File: config.mk
export PLATFORM = sky130hd
export DESIGN_NAME = reg_file
export DESIGN_NICKNAME = d
export VERILOG_FILES = /design/src/design/tinker_isa_pkg.sv /design/src/design/tinker_core_pkg.sv /design/src/design/reg_file.sv
export SDC_FILE = /design/constraint.sdc
export NUM_CORES = 2
export LEC_CHECK = 0
export BUFFER_PORTS_ARGS = -buffer_cell sky130_fd_sc_hd__clkbuf_2
export CAP_MARGIN = 25
export CORE_ASPECT_RATIO = 0.6
export CORE_MARGIN = 4
export CORE_UTILIZATION = 45
export CTS_CLUSTER_DIAMETER = 40
export DETAILED_ROUTE_END_ITERATION = 16
export PLACE_DENSITY_LB_ADDON = 0.05
export SYNTH_ARGS = -nofsm -noshare
export SYNTH_HDL_FRONTEND = slang
export SYNTH_SLANG_ARGS = --single-unit
File: constraint.sdc
create_clock -name clk -period 84.6 [get_ports clk]
set_input_delay 16.92 -clock clk [delete_from_list [all_inputs] [get_ports clk]]
set_output_delay 16.92 -clock clk [all_outputs]
set_load 0.01 [all_outputs]
File: src/design/tinker_isa_pkg.sv
// Tinker instruction set types, opcodes and field layout, referenced by scoped name
`default_nettype none

package tinker_isa_pkg;

    localparam int WORD_W    = 64;
    localparam int ADDR_W    = 32;
    localparam int INSTR_W   = 32;
    localparam int OPCODE_W  = 5;
    localparam int REG_IDX_W = 5;
    localparam int LIT_W     = 12;

    typedef logic [WORD_W-1:0]    word_t;
    typedef logic [ADDR_W-1:0]    addr_t;
    typedef logic [INSTR_W-1:0]   instr_t;
    typedef logic [REG_IDX_W-1:0] reg_idx_t;
    typedef logic [LIT_W-1:0]     literal_t;

    // Integer subset only, encodings as in the full ISA
    typedef enum logic [OPCODE_W-1:0] {
        OP_AND    = 5'h00,
        OP_OR     = 5'h01,
        OP_XOR    = 5'h02,
        OP_NOT    = 5'h03,
        OP_SHFTR  = 5'h04,
        OP_SHFTRI = 5'h05,
        OP_SHFTL  = 5'h06,
        OP_SHFTLI = 5'h07,
        OP_BR     = 5'h08,
        OP_BRR_R  = 5'h09,   // brr rd
        OP_BRR_L  = 5'h0a,   // brr L
        OP_BRNZ   = 5'h0b,
        OP_CALL   = 5'h0c,
        OP_RETURN = 5'h0d,
        OP_BRGT   = 5'h0e,
        OP_HALT   = 5'h0f,
        OP_LOAD   = 5'h10,   // mov rd, (rs)(L)
        OP_MOV_RR = 5'h11,   // mov rd, rs
        OP_MOV_RL = 5'h12,   // mov rd, L
        OP_STORE  = 5'h13,   // mov (rd)(L), rs
        OP_ADD    = 5'h18,
        OP_ADDI   = 5'h19,
        OP_SUB    = 5'h1a,
        OP_SUBI   = 5'h1b
    } opcode_e;

    // Same bit order as the raw instruction, opcode in 31:27
    typedef struct packed {
        opcode_e  opcode;
        reg_idx_t rd;
        reg_idx_t rs;
        reg_idx_t rt;
        literal_t lit;
    } decoded_t;

    localparam addr_t    INSTR_BYTES = 32'd4;
    localparam addr_t    WORD_BYTES  = 32'd8;   // Stack slot size
    localparam reg_idx_t STACK_REG   = 5'd31;

endpackage

`default_nettype wire

File: src/design/tinker_core_pkg.sv
// Core-level types shared by the sequencer, datapath and top level: states and ports
`default_nettype none

package tinker_core_pkg;

    typedef enum logic [2:0] {
        FETCH     = 3'd0,
        DECODE    = 3'd1,
        EXECUTE   = 3'd2,
        MEMORY    = 3'd3,
        WRITEBACK = 3'd4
    } state_e;

    // Core to external memory, all levels except the store strobe
    typedef struct packed {
        tinker_isa_pkg::addr_t fetch_addr;
        tinker_isa_pkg::addr_t load_addr;
        logic                  store_we;
        tinker_isa_pkg::addr_t store_addr;
        tinker_isa_pkg::word_t store_data;
    } mem_req_t;

    // Returned combinationally in the same cycle
    typedef struct packed {
        tinker_isa_pkg::instr_t instruction;
        tinker_isa_pkg::word_t  load_data;
    } mem_rsp_t;

    typedef struct packed {
        logic                     we;
        tinker_isa_pkg::reg_idx_t addr;
        tinker_isa_pkg::word_t    data;
    } reg_write_t;

endpackage

`default_nettype wire

File: src/design/reg_file.sv
// General register file, 32 x 64 bits, two combinational reads and one write
`default_nettype none

module reg_file #(
    parameter tinker_isa_pkg::word_t STACK_TOP = 64'h80000
) (
    input  wire logic                       clk,
    input  wire logic                       reset,
    input  wire tinker_isa_pkg::reg_idx_t   addr_a,
    input  wire tinker_isa_pkg::reg_idx_t   addr_b,
    input  wire tinker_core_pkg::reg_write_t wr,
    output tinker_isa_pkg::word_t           op_a,
    output tinker_isa_pkg::word_t           op_b
);

    localparam int NUM_REGS = 2 ** tinker_isa_pkg::REG_IDX_W;

    tinker_isa_pkg::word_t regs [NUM_REGS];

    always_ff @(posedge clk or posedge reset) begin
        if (reset) begin
            for (int i = 0; i < NUM_REGS; i++) begin
                // Stack pointer starts at the top of the stack
                regs[i] <= (i == tinker_isa_pkg::STACK_REG) ? STACK_TOP : '0;
            end
        end else if (wr.we) begin
            regs[wr.addr] <= wr.data;
        end
    end

    assign op_a = regs[addr_a];
    assign op_b = regs[addr_b];

    // Result register upstream must hold a defined value by writeback
    wr_data_known: assert property (@(posedge clk) disable iff (reset)
        wr.we |-> !$isunknown(wr.data));

endmodule

`default_nettype wire

# == Word level (Yosys, flattened, before mapping) ==
# Index checks and enable logic that the tools add are counted.
# word_totals
reg_bits,2048
input_bits,82
output_inout_bits,128
word_cells,49
# classes
mux,9
n_lt_le_gt_ge,4
n_bitwise,3
n_reduce_logical,1
# op_table
cell,n
2048-bit bitwise mux,1
64-bit binary-select mux with 5-bit select,2
64-bit demux with 5-bit select,1
64-bit two-way mux,5
6-bit >= comparator (second input constant),3
5-bit NOT with 6-bit output,3
6-bit by 1-bit < comparator with 1-bit output (second input constant),1
1-bit logical AND,1

# == Longest topological paths before layout ==
# logic_depth
ltp_word,6
depth_mapped,9
mapped_depth_nobuf,4

# == Worst setup path after synthesis ==
# OpenSTA, ideal clock, no wires.
# synth_timing
path_kind,in2out
from,input port addr_b[0]
to,output port op_b[21]
cell_stages,7
required_ps,67680
t_arrival_ps,18447
n_path_buf,4
setup_slack_ps,49233
cell_sequence,buf_2 > buf_6 > buf_2 > buf_4 > mux4_2 > a22oi_1 > nand4_1
# synth_between
elab_chain_len,4
# synth_lines
element,line,text
start: declaration,reg_file.sv:10,"input wire tinker_isa_pkg::reg_idx_t addr_b,"
5-bit NOT with 6-bit output (implied by the code),reg_file.sv:32,assign op_b = regs[addr_b];
64-bit binary-select mux with 5-bit select,reg_file.sv:32,
64-bit two-way mux (implied by the code) (2 in series),reg_file.sv:32,
end: declaration,reg_file.sv:13,output tinker_isa_pkg::word_t op_b
# No other way between the ends. The select of a mux whose other input is x is not followed.

# == Worst setup path in the final report ==
# layout_timing
from,input port addr_a[1]
to,output port op_a[49]
# layout_between
elab_chain_len,4
# layout_lines
element,line,text
start: declaration,reg_file.sv:9,"input wire tinker_isa_pkg::reg_idx_t addr_a,"
5-bit NOT with 6-bit output (implied by the code),reg_file.sv:31,assign op_a = regs[addr_a];
64-bit binary-select mux with 5-bit select,reg_file.sv:31,
64-bit two-way mux (implied by the code) (2 in series),reg_file.sv:31,
end: declaration,reg_file.sv:12,"output tinker_isa_pkg::word_t op_a,"
# No other way between the ends. The select of a mux whose other input is x is not followed.

==> results.toml <==
[routing]
vias = 75600
post_drt_wl_per_cell_um = 40.9
firstDrtPassIters = 6
drt-total-wl_mm = 448
post-route-drc-count = 0
dr.first_iter.drc_count = 9102
detail-route-antenna-nets = 0
avgViaCountPerCell = 6.89

[layout]
area_delta_synth_final_pct = 11.9
final_common_cell = "dfrtp_1"
nNetsFinal = 7663
final_cell_mix = "dfrtp_1 (2,047), mux2_2 (1,931), mux2i_1 (861), mux4_2 (598), a22oi_1 (577)"
largest_register_ffs = 2048
reg_top3 = "regs (2048)"
drive_gt1_share_pct = 45.0
final_core_util_pct = 50.8
top_register = "regs"

[floorplan]
start_util_pct = 45.4
rows = 139
io_pins = 210
die_x_um = 643
die_h_um = 389
core-area_um2 = 240000
die_area_um2 = 250000

[setup_path]
cp-startpoint = "addr_a[1]"
path_common_cell = "buf_4"
arrival_ns = 21.41
critical_path_class = "input pin to output pin"
cp_max_fo = 53
r2r_slack_ns = 83.75
r2r-start = "regs[497]"
cp_cell_sequence = "buf_8 -> buf_4 -> buf_4 -> or2_4 -> buf_4 -> o22ai_1 -> a21oi_1 -> clkbuf_2"
startpoint_type = "input pin"
max_stage_delay_ns = 0.77
cpMaxStageDelayCell = "a21oi_1"
critical_path_required_ns = 67.68
endpoint_kind = "output pin"

[pwr]
power_density_nw_per_um2 = 25.6
irDropWorstVdd_uv = 12.3
leakagePower_nw = 54.2

[clock_network]
cts_buffers = 266
clk_pin_slew_ns = 0.06
cts.htree.levels = 5
ctsHoldBuffers = 0
cts_tree = "yes"
postCtsSetupRepairBufs = 0
clock_path_buffers = 4
root_buffer = "clkbuf_16"
cts_num_sinks = 2048
cts.repair.resized = 0
clk_latency_ns = 0.84

[global_routing]
grt-ovfl-total = 0
grt_max_degree = 168
track_usage_pct = 35.3
grt_pass1_vias = 74900
antenna_found_initial = 39
grt_first_pass_wirelength_mm = 625

[sta]
min_period_ns = 38.33
finalSetupTns_ns = 0
finalHoldViolCount = 0
clock.fmax_ghz = 0.0261
rsz0062_at_grt = "no"
fin_skew_ns = 0
worst_pin_slew_ns = 1.15
report.final.slew_viol_count = 0
fin_crit_sh_pct = 45.3
setup_viol = 0
max_slew_margin_pct = 22.9

[synthesis]
synth-seq-cells = 2048
synth-edff-count = 0
ys_seq_area_share_pct = 47.1
syn_inst = 7673
synth-simple-area-share_pct = 2.82
yosys.area.top_type_share_pct = 47.1
netlist_area_um2 = 109000
synth_xor_area_share_pct = 0
yosysTopAreaCell = "dfrtp_1"
syn-num-nets = 7755
yosys.cell_types.count = 51
synth_mux_area_share_pct = 41.5
syn_area_per_cell_um2 = 14.2
yosys_warnings = 0
synth_top_flop_cell = "dfrtp_1"
synth_area_leaders = "dfrtp_1 (47%), mux2_2 (20%), mux4_2 (12%)"
synth_compound_area_share_pct = 5.02
yosys.area_share.adder_pct = 0
async_flop_share_pct = 100
synth_top_family_by_area = "multiplexers"

[place]
port_buffers = 209
hpwl_mm = 258
place.gp.congestion = 0.854

[job]
drv_cap = 0

[outcome]
status = "finished, final reports clean"

[hold_path]
worstHoldPathType = "register to register"
holdCritStartpoint = "regs[1024]"
[final timing paths]
path,endpoint,cells past startpoint
min reg2reg,regs[1024],1
max reg2reg,regs[497],1
min,regs[1024],1
min in group asynchronous,regs[1396],2
max in group asynchronous,regs[351],7
max,op_a[49],8
[layout make-up]
type                            instances  area (um2)
Fill cell                           20400      118000
Clock buffer                          347        7560
Clock inverter                        119        1580
Antenna cell                           14        35.0
Tap cell                             3172        3970
Multi-Input combinational cell       4821       54100
Sequential cell                      2048       51300
Inverter                                3        18.8
Timing Repair Buffer                  441        3200
[metal layers]
| metal | global-route usage, % | vias to the layer above | wire (um) |
|---|---|---|---|
| li1 | - | 29500 | - |
| met1 | 52.1 | 41400 | 198000 |
| met2 | 50.5 | 3814 | 191000 |
| met3 | 8.81 | 852 | 40500 |
| met4 | 12.5 | 22 | 17900 |
| met5 | 0 | - | 149 |
[stage by stage]
| stage | instance area, um2 | hold WS [ns] | std cells | setup slack (ns) | total power, W |
|---|---|---|---|---|---|
| 3_5_place_dp | 112000 | 0.492 | 10500 | 46.25 | 0.00192 |
| 5_1_grt | 122000 | 0.522 | 11000 | 46.26 | 0.00324 |
| 3_3_place_gp | 112000 | 0.479 | 10500 | 46.32 | 0.00190 |
| 6_report | 122000 | 0.501 | 11000 | 46.27 | 0.00312 |
| 4_1_cts | 122000 | 0.505 | 10900 | 46.26 | 0.00312 |
| 2_1_floorplan | 109000 | 0.470 | 7673 | 9.83 | 0.00173 |
[synth_stat cells, types with 4 or more instances]
library cell,count
nand2b_1,9
mux2_2,1931
nor2_1,29
nand2_1,96
and2_1,16
buf_6,4
o32ai_1,9
and3_1,8
nor2_2,8
buf_2,365
nand4_1,103
and3b_1,4
nand3b_1,4
a221o_1,7
a21oi_1,69
nor3b_2,7
mux2_1,119
a22o_1,28
a32oi_1,8
nor3_1,12
buf_1,24
nor2_4,9
mux2i_1,861
a22oi_1,577
mux4_2,598
a31oi_1,32
o22ai_1,12
or2_2,5
buf_4,83
nor2b_1,34
nand3_1,210
clkbuf_1,323
dfrtp_1,2047
[worst max-delay path: cells and delay by family]
kind	cells	cell delay, ns
AND/OR/NAND/NOR	1	0.56
buffers and inverters	5	2.79
AO/OA/AOI/OAI	2	0.92
[logic make-up after synthesis]
| logic type | Yosys count |
|---|---|
| muxes | 3509 |
| and+or+nand+nor | 565 |
| buffers and inverters | 804 |
| DFF | 2048 |
| AOI/OAI and AO/OA | 747 |
[power breakdown]
group          switching [W]  internal [W]  leakage, nW
Sequential          0.000153       0.00117         26.2
Clock               0.000469      0.000732         4.46
Combinational       0.000275      0.000319         23.5
Total               0.000896       0.00222         54.2
Note: power is estimated with default switching activity, not from simulation.
