--- config.mk ---
export PLATFORM = sky130hd
export DESIGN_NAME = cycle_sequencer
export DESIGN_NICKNAME = d
export VERILOG_FILES = /design/src/design/tinker_isa_pkg.sv /design/src/design/tinker_core_pkg.sv /design/src/design/cycle_sequencer.sv
export SDC_FILE = /design/constraint.sdc
export NUM_CORES = 1
export LEC_CHECK = 0
export BUFFER_PORTS_ARGS = -buffer_cell sky130_fd_sc_hd__buf_2
export CAP_MARGIN = 20
export CORE_MARGIN = 5
export CORE_UTILIZATION = 39
export CTS_CLUSTER_SIZE = 40
export DETAILED_ROUTE_END_ITERATION = 10
export GPL_TIMING_DRIVEN = 0
export PLACE_DENSITY = 0.75
export SKIP_LAST_GASP = 1
export SYNTH_ARGS = -nofsm -noshare
export SYNTH_HDL_FRONTEND = slang
export SYNTH_SLANG_ARGS = --single-unit
export TNS_END_PERCENT = 50
--- constraint.sdc ---
create_clock -name clk -period 3.1 [get_ports clk]
set_clock_uncertainty 0.05 [all_clocks]
set_input_delay 0.62 -clock clk [delete_from_list [all_inputs] [get_ports clk]]
set_output_delay 0.62 -clock clk [all_outputs]
set_load 0.01 [all_outputs]
--- src/design/tinker_isa_pkg.sv ---
// Tinker instruction set types, opcodes and field layout, referenced by scoped name
`default_nettype none

package tinker_isa_pkg;

    localparam int WORD_W    = 64;
    localparam int ADDR_W    = 32;
    localparam int INSTR_W   = 32;
    localparam int OPCODE_W  = 5;
    localparam int REG_IDX_W = 5;
    localparam int LIT_W     = 12;

    typedef logic [WORD_W-1:0]    word_t;
    typedef logic [ADDR_W-1:0]    addr_t;
    typedef logic [INSTR_W-1:0]   instr_t;
    typedef logic [REG_IDX_W-1:0] reg_idx_t;
    typedef logic [LIT_W-1:0]     literal_t;

    // Integer subset only, encodings as in the full ISA
    typedef enum logic [OPCODE_W-1:0] {
        OP_AND    = 5'h00,
        OP_OR     = 5'h01,
        OP_XOR    = 5'h02,
        OP_NOT    = 5'h03,
        OP_SHFTR  = 5'h04,
        OP_SHFTRI = 5'h05,
        OP_SHFTL  = 5'h06,
        OP_SHFTLI = 5'h07,
        OP_BR     = 5'h08,
        OP_BRR_R  = 5'h09,   // brr rd
        OP_BRR_L  = 5'h0a,   // brr L
        OP_BRNZ   = 5'h0b,
        OP_CALL   = 5'h0c,
        OP_RETURN = 5'h0d,
        OP_BRGT   = 5'h0e,
        OP_HALT   = 5'h0f,
        OP_LOAD   = 5'h10,   // mov rd, (rs)(L)
        OP_MOV_RR = 5'h11,   // mov rd, rs
        OP_MOV_RL = 5'h12,   // mov rd, L
        OP_STORE  = 5'h13,   // mov (rd)(L), rs
        OP_ADD    = 5'h18,
        OP_ADDI   = 5'h19,
        OP_SUB    = 5'h1a,
        OP_SUBI   = 5'h1b
    } opcode_e;

    // Same bit order as the raw instruction, opcode in 31:27
    typedef struct packed {
        opcode_e  opcode;
        reg_idx_t rd;
        reg_idx_t rs;
        reg_idx_t rt;
        literal_t lit;
    } decoded_t;

    localparam addr_t    INSTR_BYTES = 32'd4;
    localparam addr_t    WORD_BYTES  = 32'd8;   // Stack slot size
    localparam reg_idx_t STACK_REG   = 5'd31;

endpackage

`default_nettype wire

--- src/design/tinker_core_pkg.sv ---
// Core-level types shared by the sequencer, datapath and top level: states and ports
`default_nettype none

package tinker_core_pkg;

    typedef enum logic [2:0] {
        FETCH     = 3'd0,
        DECODE    = 3'd1,
        EXECUTE   = 3'd2,
        MEMORY    = 3'd3,
        WRITEBACK = 3'd4
    } state_e;

    // Core to external memory, all levels except the store strobe
    typedef struct packed {
        tinker_isa_pkg::addr_t fetch_addr;
        tinker_isa_pkg::addr_t load_addr;
        logic                  store_we;
        tinker_isa_pkg::addr_t store_addr;
        tinker_isa_pkg::word_t store_data;
    } mem_req_t;

    // Returned combinationally in the same cycle
    typedef struct packed {
        tinker_isa_pkg::instr_t instruction;
        tinker_isa_pkg::word_t  load_data;
    } mem_rsp_t;

    typedef struct packed {
        logic                     we;
        tinker_isa_pkg::reg_idx_t addr;
        tinker_isa_pkg::word_t    data;
    } reg_write_t;

endpackage

`default_nettype wire

--- src/design/cycle_sequencer.sv ---
// Five-state instruction cycle with PC, instruction register and sticky halt
`default_nettype none

module cycle_sequencer #(
    parameter tinker_isa_pkg::addr_t RESET_PC = 32'h2000
) (
    input  wire logic                     clk,
    input  wire logic                     reset,
    input  wire tinker_isa_pkg::addr_t    next_pc,
    input  wire tinker_isa_pkg::instr_t   mem_instr,
    output tinker_core_pkg::state_e       state,
    output tinker_isa_pkg::addr_t         pc,
    output tinker_isa_pkg::decoded_t      instr,
    output logic                          hlt
);

    tinker_core_pkg::state_e state_nxt;
    logic                    is_halt;

    assign is_halt = (instr.opcode == tinker_isa_pkg::OP_HALT);

    always_comb begin
        case (state)
            tinker_core_pkg::FETCH:     state_nxt = tinker_core_pkg::DECODE;
            tinker_core_pkg::DECODE:    state_nxt = is_halt ? tinker_core_pkg::DECODE
                                                            : tinker_core_pkg::EXECUTE;
            tinker_core_pkg::EXECUTE:   state_nxt = tinker_core_pkg::MEMORY;
            tinker_core_pkg::MEMORY:    state_nxt = tinker_core_pkg::WRITEBACK;
            default:                    state_nxt = tinker_core_pkg::FETCH;
        endcase
    end

    always_ff @(posedge clk or posedge reset) begin
        if (reset) begin
            state <= tinker_core_pkg::FETCH;
            pc    <= RESET_PC;
            hlt   <= 1'b0;
        end else begin
            state <= state_nxt;
            if (state == tinker_core_pkg::WRITEBACK)
                pc <= next_pc;                      // Only once per instruction
            if (state == tinker_core_pkg::DECODE && is_halt)
                hlt <= 1'b1;                        // Held until reset
        end
    end

    // Instruction register, loaded from the fetch response
    always_ff @(posedge clk) begin
        if (state == tinker_core_pkg::FETCH)
            instr <= tinker_isa_pkg::decoded_t'(mem_instr);
    end

    // Branch targets come from the datapath and must stay word aligned
    pc_aligned: assert property (@(posedge clk) disable iff (reset)
        (pc % tinker_isa_pkg::INSTR_BYTES) == '0);

endmodule

`default_nettype wire

# --- After elaboration in Yosys (flattened, before gate mapping) ---
# Index checks and enable logic that the tools add are counted.
word_totals:
  regBits: 68
op_classes:
  n_eq_ne: 5
  reduce_logical: 2
  mux: 2
op_table:
  columns: ["cell", "n"]
  rows:
  - ["3-bit case mux with 4 select lines", 1]
  - ["3-bit by 2-bit equality test with 1-bit output, second input constant", 2]
  - ["5-bit by 4-bit equality test with 1-bit output, second input constant", 1]
  - ["3-bit by 1-bit equality test with 1-bit output, second input constant", 1]
  - ["3-bit equality test, second input constant", 1]
  - ["3-bit zero test", 1]
  - ["2-bit two-way mux", 1]
  - ["1-bit logical AND", 1]

# --- Logic depth before layout (Yosys ltp) ---
# Gate-level depths: netlist of the first run.
logic_depth:
  depth_word: 3
  depth_mapped: 4
  depth_no_buf: 2

# --- Worst setup path after synthesis of the first run ---
# Ideal clock, no wire load.
synth_path:
  path_kind: "register -> register"
  startpoint: "reg state[1]"
  endpoint: "reg instr[0] (netlist name) (enable)"
  setup_ns: 0.461
  path_stages_with_launch: 3
  path_buffers: 1
  period_less_slack_ns: 3.331
  setup_slack_ns: -0.231
  t_arrival_ns: 2.820
  required_time_ns: 2.589
  cell_sequence: "dfrtp_1 buf_2 nor3_1"
synth_between:
  elab_chain_len: 1
synth_rtl:
  columns: ["element", "line", "source"]
  rows:
  - ["from (decl)", "cycle_sequencer.sv:11", "output tinker_core_pkg::state_e state,"]
  - ["from (signal assigned)", "cycle_sequencer.sv:35", "state <= tinker_core_pkg::FETCH;"]
  - ["from (signal assigned)", "cycle_sequencer.sv:39", "state <= state_nxt;"]
  - ["3-bit zero test", "cycle_sequencer.sv:49", "if (state == tinker_core_pkg::FETCH)"]
  - ["to (signal assigned)", "cycle_sequencer.sv:50", "instr <= tinker_isa_pkg::decoded_t'(mem_instr);"]
  - ["to (decl)", "cycle_sequencer.sv:13", "output tinker_isa_pkg::decoded_t instr,"]
# Every way passes these cells.
# A chain may end at the register's enable or synchronous reset.

# --- Worst setup path after layout of the first run ---
layout_path:
  startpoint: "reg state[2]"
  endpoint: "out state[2]"
# No word-level cell between the ends.

==> metrics.cfg, run 1 <==
[routing]
num_vias=1522
drt-initial-drc-count=21
drc_errors=0
first_pass_iters=4
totalWireLength_um=4725
vias_per_cell=4.412
drt.antenna.violating_nets=0
wire_per_inst_um=13.70

[sta]
rsz0062_at_grt=no
setup_tns_ns=0
slew_violations=0
min_period_ns=1.667
fmax_mhz=599.9
hold_ws_ns=0.3710
relSlewSlack_pct=49.66
worst_pin_slew_ns=0.7543
fin_crit_sh_pct=53.78
finalSetupViolations=0
hold_viol_final=0

[setup_path]
crit_chain=buf_2
cp_max_fo=7
worstPathArrival_ns=1.00
critPathMaxStageDelay_ns=0.49
critical_path.top_delay_family=flip-flops
path_buf_inv=1
cpMaxStageDelayCell=dfrtp_1
crit_path_end_kind=output pin
crit_type=reg2out
critPathLaunchType=register
worstPathRequired_ns=2.43

[flow_run]
drv_cap=0

[placement]
gp_congestion=0.7153
placed_cell_area_mm2=0.003178
dp_hpwl_um=3802
portBuffers=133
placed_cells=329

[final_layout]
n_antenna_cell=0
layout-drive-gt1-share_pct=68.15
layout_commonest_cell=buf_2
layout_common_cells=buf_2 (135), dfrtp_1 (35), edfxtp_1 (32), mux2_2 (26), clkbuf_8 (10)
fill_cells=448
final_area_mm2=0.003371
stdcell_count=345
multi_input_area_um2=461.7
syn_to_final_growth_pct=42.54
fin_nets=331
final-seq-area_mm2=0.001863

[synth]
synth_cell_type_count=18
synth-main-ff-cell=dfrtp_1
synth_seq_cells=68
synth_edf_count=32
ys_seq_area_share_pct=78.78
synth_area_per_cell_um2=19.87
syn-num-nets=185
synthCells=119
syn-cell-area_mm2=0.002365
async_flop_share_pct=52.94
yosys_warnings=0

[floorplan]
start_util_pct=39.94
chipHeight_um=87.87
fp.dieArea_mm2=0.007721
ios=134
die_w_um=87.87
rows=28
coreArea_mm2=0.005921

[clocking]
cts-resized-gates=0
clock-root-buffer=clkbuf_8
clk_pin_slew_ns=0.07
cts_buffers=9
cts_max_path_buffers=2
clock-sinks=68
post_cts_buffers=0
ctsHoldBuffers=0
htree_levels=3
tritoncts=built
clk-insertion-delay-late_ns=0.32

[run_status]
status=complete, no violations

[power]
total_power_mw=3.405
powerDensity_mw_per_mm2=1010
p_leak_nw=1.587
irDropWorstVdd_mv=0.5989

[grt]
grt.total_usage_pct=12.90
grt_pass1_wl_um=7355
grt_max_degree=25
overflow=0
antenna_found_initial=0
grt_pass1_vias=1665

[hold_path]
min_path_type=in2async

==> state kept, by name, indices dropped and copies added, names as in the netlist <==
register,flops
hlt,1
instr,32
pc,32
state,3
==> through the flow <==
| stage | util [%] | setup slack [ns] |
|---|---|---|
| floorplan | - | 0.7569 |
| global placement | 52.85 | 0.4680 |
| detailed placement | 53.68 | 1.451 |
| CTS | 56.93 | 1.396 |
| global route | 56.93 | 1.357 |
| finish | 56.93 | 1.433 |
==> logic make-up (layout without fill, tap and decap cells) <==
logic type / Yosys count / count (layout) / synth area share (%)
xor gates and xnor gates: 1 / 1 / 0.3704
buffers and inverters: 7 / 158 / 2.169
muxes: 32 / 32 / 15.24
AOI/OAI and AO/OA: 3 / 3 / 1.164
DFF: 68 / 68 / 78.78
and+or+nand+nor: 8 / 8 / 2.275
==> power by group <==
part / internal, mW / total [mW] / leakage, nW / switching, mW
sequential: 1.40 / 1.54 / 0.734 / 0.142
combinational: 0.570 / 1.18 / 0.756 / 0.614
clock: 0.388 / 0.683 / 0.0967 / 0.295
total: 2.35 / 3.41 / 1.59 / 1.05
==> synth_stat cells (2+ instances only) <==
cell type  number  share of area [%]
buf_6           3                1.4
mux2_1          6                2.9
mux2_2         26                 12
dfrtp_1        35                 37
inv_1           2               0.32
buf_2           2               0.42
edfxtp_1       32                 41
nor2_1          3               0.48
==> per-layer routing <==
metal	global-route usage (%)	share of wire (%)
met5	0	0
met4	7.950	1.0
met3	10.25	22
met2	18.56	42
met1	12.96	35
==> layout make-up <==
cell class / instances / area share, %
Sequential cell: 68 / 55.27
Buffer: 5 / 1.299
Multi-Input combinational cell: 44 / 13.70
Timing Repair Buffer: 135 / 21.01
Clock inverter: 5 / 1.522
Inverter: 2 / 0.2227
Tap cell: 75 / 2.784
Clock buffer: 11 / 4.195
==> path summary, 6_finish.rpt <==
path / endpoint / slack, ns / start / cells past startpoint
min: pc[26] / 0.37 / reset / 2
min reg2reg: hlt / 0.43 / hlt / 1
min in group clk: instr[1] / 0.41 / mem_instr[1] / 1
max in group asynchronous: pc[13] / 2.00 / reset / 3
max: state[2] / 1.43 / state[2] / 1
max reg2reg: pc[1] / 1.46 / state[1] / 4
(Power assumes the default switching activity.)
==> run 2: changes to the inputs <==
Clock period 3.1 ns to 1.37 ns, I/O delays scaled along.
==> run 2 against run 1 <==
  * The flow now finishes with violations (negative setup slack)
  * Register-to-register slack lost 1.6 ns
  * Sequential power grew 130%
  * Clock-buffer cell count shrank 1
  * Sequential share of layout area shrank 4.1 points
  * Worst setup slack lost 1.6 ns
  * Die area is the same
  * Utilization grew 4.6 points
  * Final cell count grew 2.9%
  * Highest routed layer unchanged
==> metrics.cfg, run 2 (synthesis results as in run 1) <==
[run_status]
status=finished, violations left
failed_checks=negative setup slack

[placement]
dp_hpwl_um=3811
gp_congestion=0.6835
portBuffers=133
post-place-ws_ns=-0.2964

[routing]
drt-initial-drc-count=16
wire_per_inst_um=15.55
drc_errors=0
num_vias=1621
first_pass_iters=4
drt.antenna.violating_nets=0
totalWireLength_um=5519
vias_per_cell=4.566

[setup_path]
crit_top_cell=buf_6
worstPathRequired_ns=1.53
crit_chain=buf_6 > nor3b_4 > buf_6 > clkbuf_16 > mux2_4
crit_path_end_kind=register
worstPathArrival_ns=1.69
cpMaxStageDelayCell=dfrtp_1
critPathMaxStageDelay_ns=0.39
critPathLaunchType=register
crit_type=reg2reg
path_buf_inv=3
critical_path.top_delay_family=buffers and inverters
cp_max_fo=7

[clocking]
tritoncts=built
cts_max_path_buffers=2
htree_levels=3
clock-root-buffer=clkbuf_8
clk_pin_slew_ns=0.07
clock-sinks=68
clk-insertion-delay-late_ns=0.32
cts_buffers=9

[final_layout]
layout_common_cells=buf_2 (133), dfrtp_1 (34), edfxtp_1 (32), mux2_4 (26), clkbuf_8 (9)
n_antenna_cell=0
reg_top3=instr: 32 flops, pc: 32 flops, state: 3 flops
fin_nets=341
syn_to_final_growth_pct=53.97
layout-drive-gt1-share_pct=71.43
layout_commonest_cell=buf_2
fill_cells=451

[grt]
grt_pass1_vias=1594
overflow=0
grt.total_usage_pct=13.34
grt_pass1_wl_um=7617
grt_max_degree=26
antenna_found_initial=0

[sta]
setup_tns_ns=-7.515
worst_pin_slew_ns=0.5453
rsz0062_at_grt=yes
fmax_mhz=653.1
finalSetupViolations=64
hold_viol_final=0
setup_ws_ns=-0.1611
fin_crit_sh_pct=111.8
slew_violations=0
min_period_ns=1.531
relSlewSlack_pct=63.60
hold_ws_ns=0.06761

[floorplan]
coreArea_mm2=0.005921
chipHeight_um=87.87
ios=134
die_w_um=87.87
start_util_pct=39.94
fp.dieArea_mm2=0.007721
rows=28

[power]
irDropWorstVdd_mv=1.493
powerDensity_mw_per_mm2=2353
p_leak_nw=1.746

[flow_run]
drv_cap=0

[hold_path]
min_path_type=in2reg

-- run 2: report_power, final --
| part | internal [mW] | leakage (nW) | switching, mW |
|---|---|---|---|
| Combinational | 1.81 | 0.906 | 1.52 |
| Sequential | 3.16 | 0.732 | 0.381 |
| Clock | 1.01 | 0.107 | 0.691 |
| Total | 5.98 | 1.75 | 2.59 |
-- run 2: repair_timing --
action	4_1_cts	5_1_grt
resized for setup	4	29
pin swaps	2	1
gates cloned	0	3
hold buffers	1	0
endpoints found under the setup margin	64	58
hold endpoints to repair	11	0
setup buffers	3	3
-- run 2: metal layers --
| metal | global-route usage [%] | part of all wire, % | wire (um) |
|---|---|---|---|
| met1 | 15.10 | 37 | 2021 |
| met2 | 19.45 | 46 | 2516 |
| met3 | 7.902 | 16 | 884 |
| met4 | 7.810 | 1.8 | 97 |
| met5 | 0 | 0 | 0 |
-- run 2: path summary, 6_finish.rpt --
path / startpoint / end / slack [ns] / cells after the start
max: state[1] / pc[7] / -0.16 / 5
min: mem_instr[18] / instr[18] / 0.07 / 1
max reg2reg: state[1] / pc[7] / -0.16 / 5
min reg2reg: hlt / hlt / 0.42 / 1
max in group asynchronous: reset / pc[13] / 0.19 / 4
min in group asynchronous: reset / pc[25] / 0.50 / 3
-- run 2: per-stage QoR --
| step | util (%) | total power [mW] | instances | area, um2 |
|---|---|---|---|---|
| after floorplan | - | 5.076 | 119 | 2382 |
| after global placement | 53.06 | 6.162 | 327 | 3142 |
| after detailed placement | 53.78 | 6.311 | 329 | 3184 |
| after CTS | 58.05 | 8.120 | 349 | 3437 |
| after global routing | 61.50 | 9.089 | 355 | 3641 |
| final | 61.50 | 8.568 | 355 | 3641 |
-- run 2: final cells by class --
cell class	count	area [um2]	area share (%)
Timing Repair Buffer	145	842.1	23.13
Multi-Input combinational cell	44	559.3	15.36
Buffer	5	67.56	1.856
Inverter	2	7.507	0.2062
Sequential cell	68	1864	51.20
Clock inverter	6	78.83	2.165
Tap cell	75	93.84	2.577
Clock buffer	10	127.6	3.505
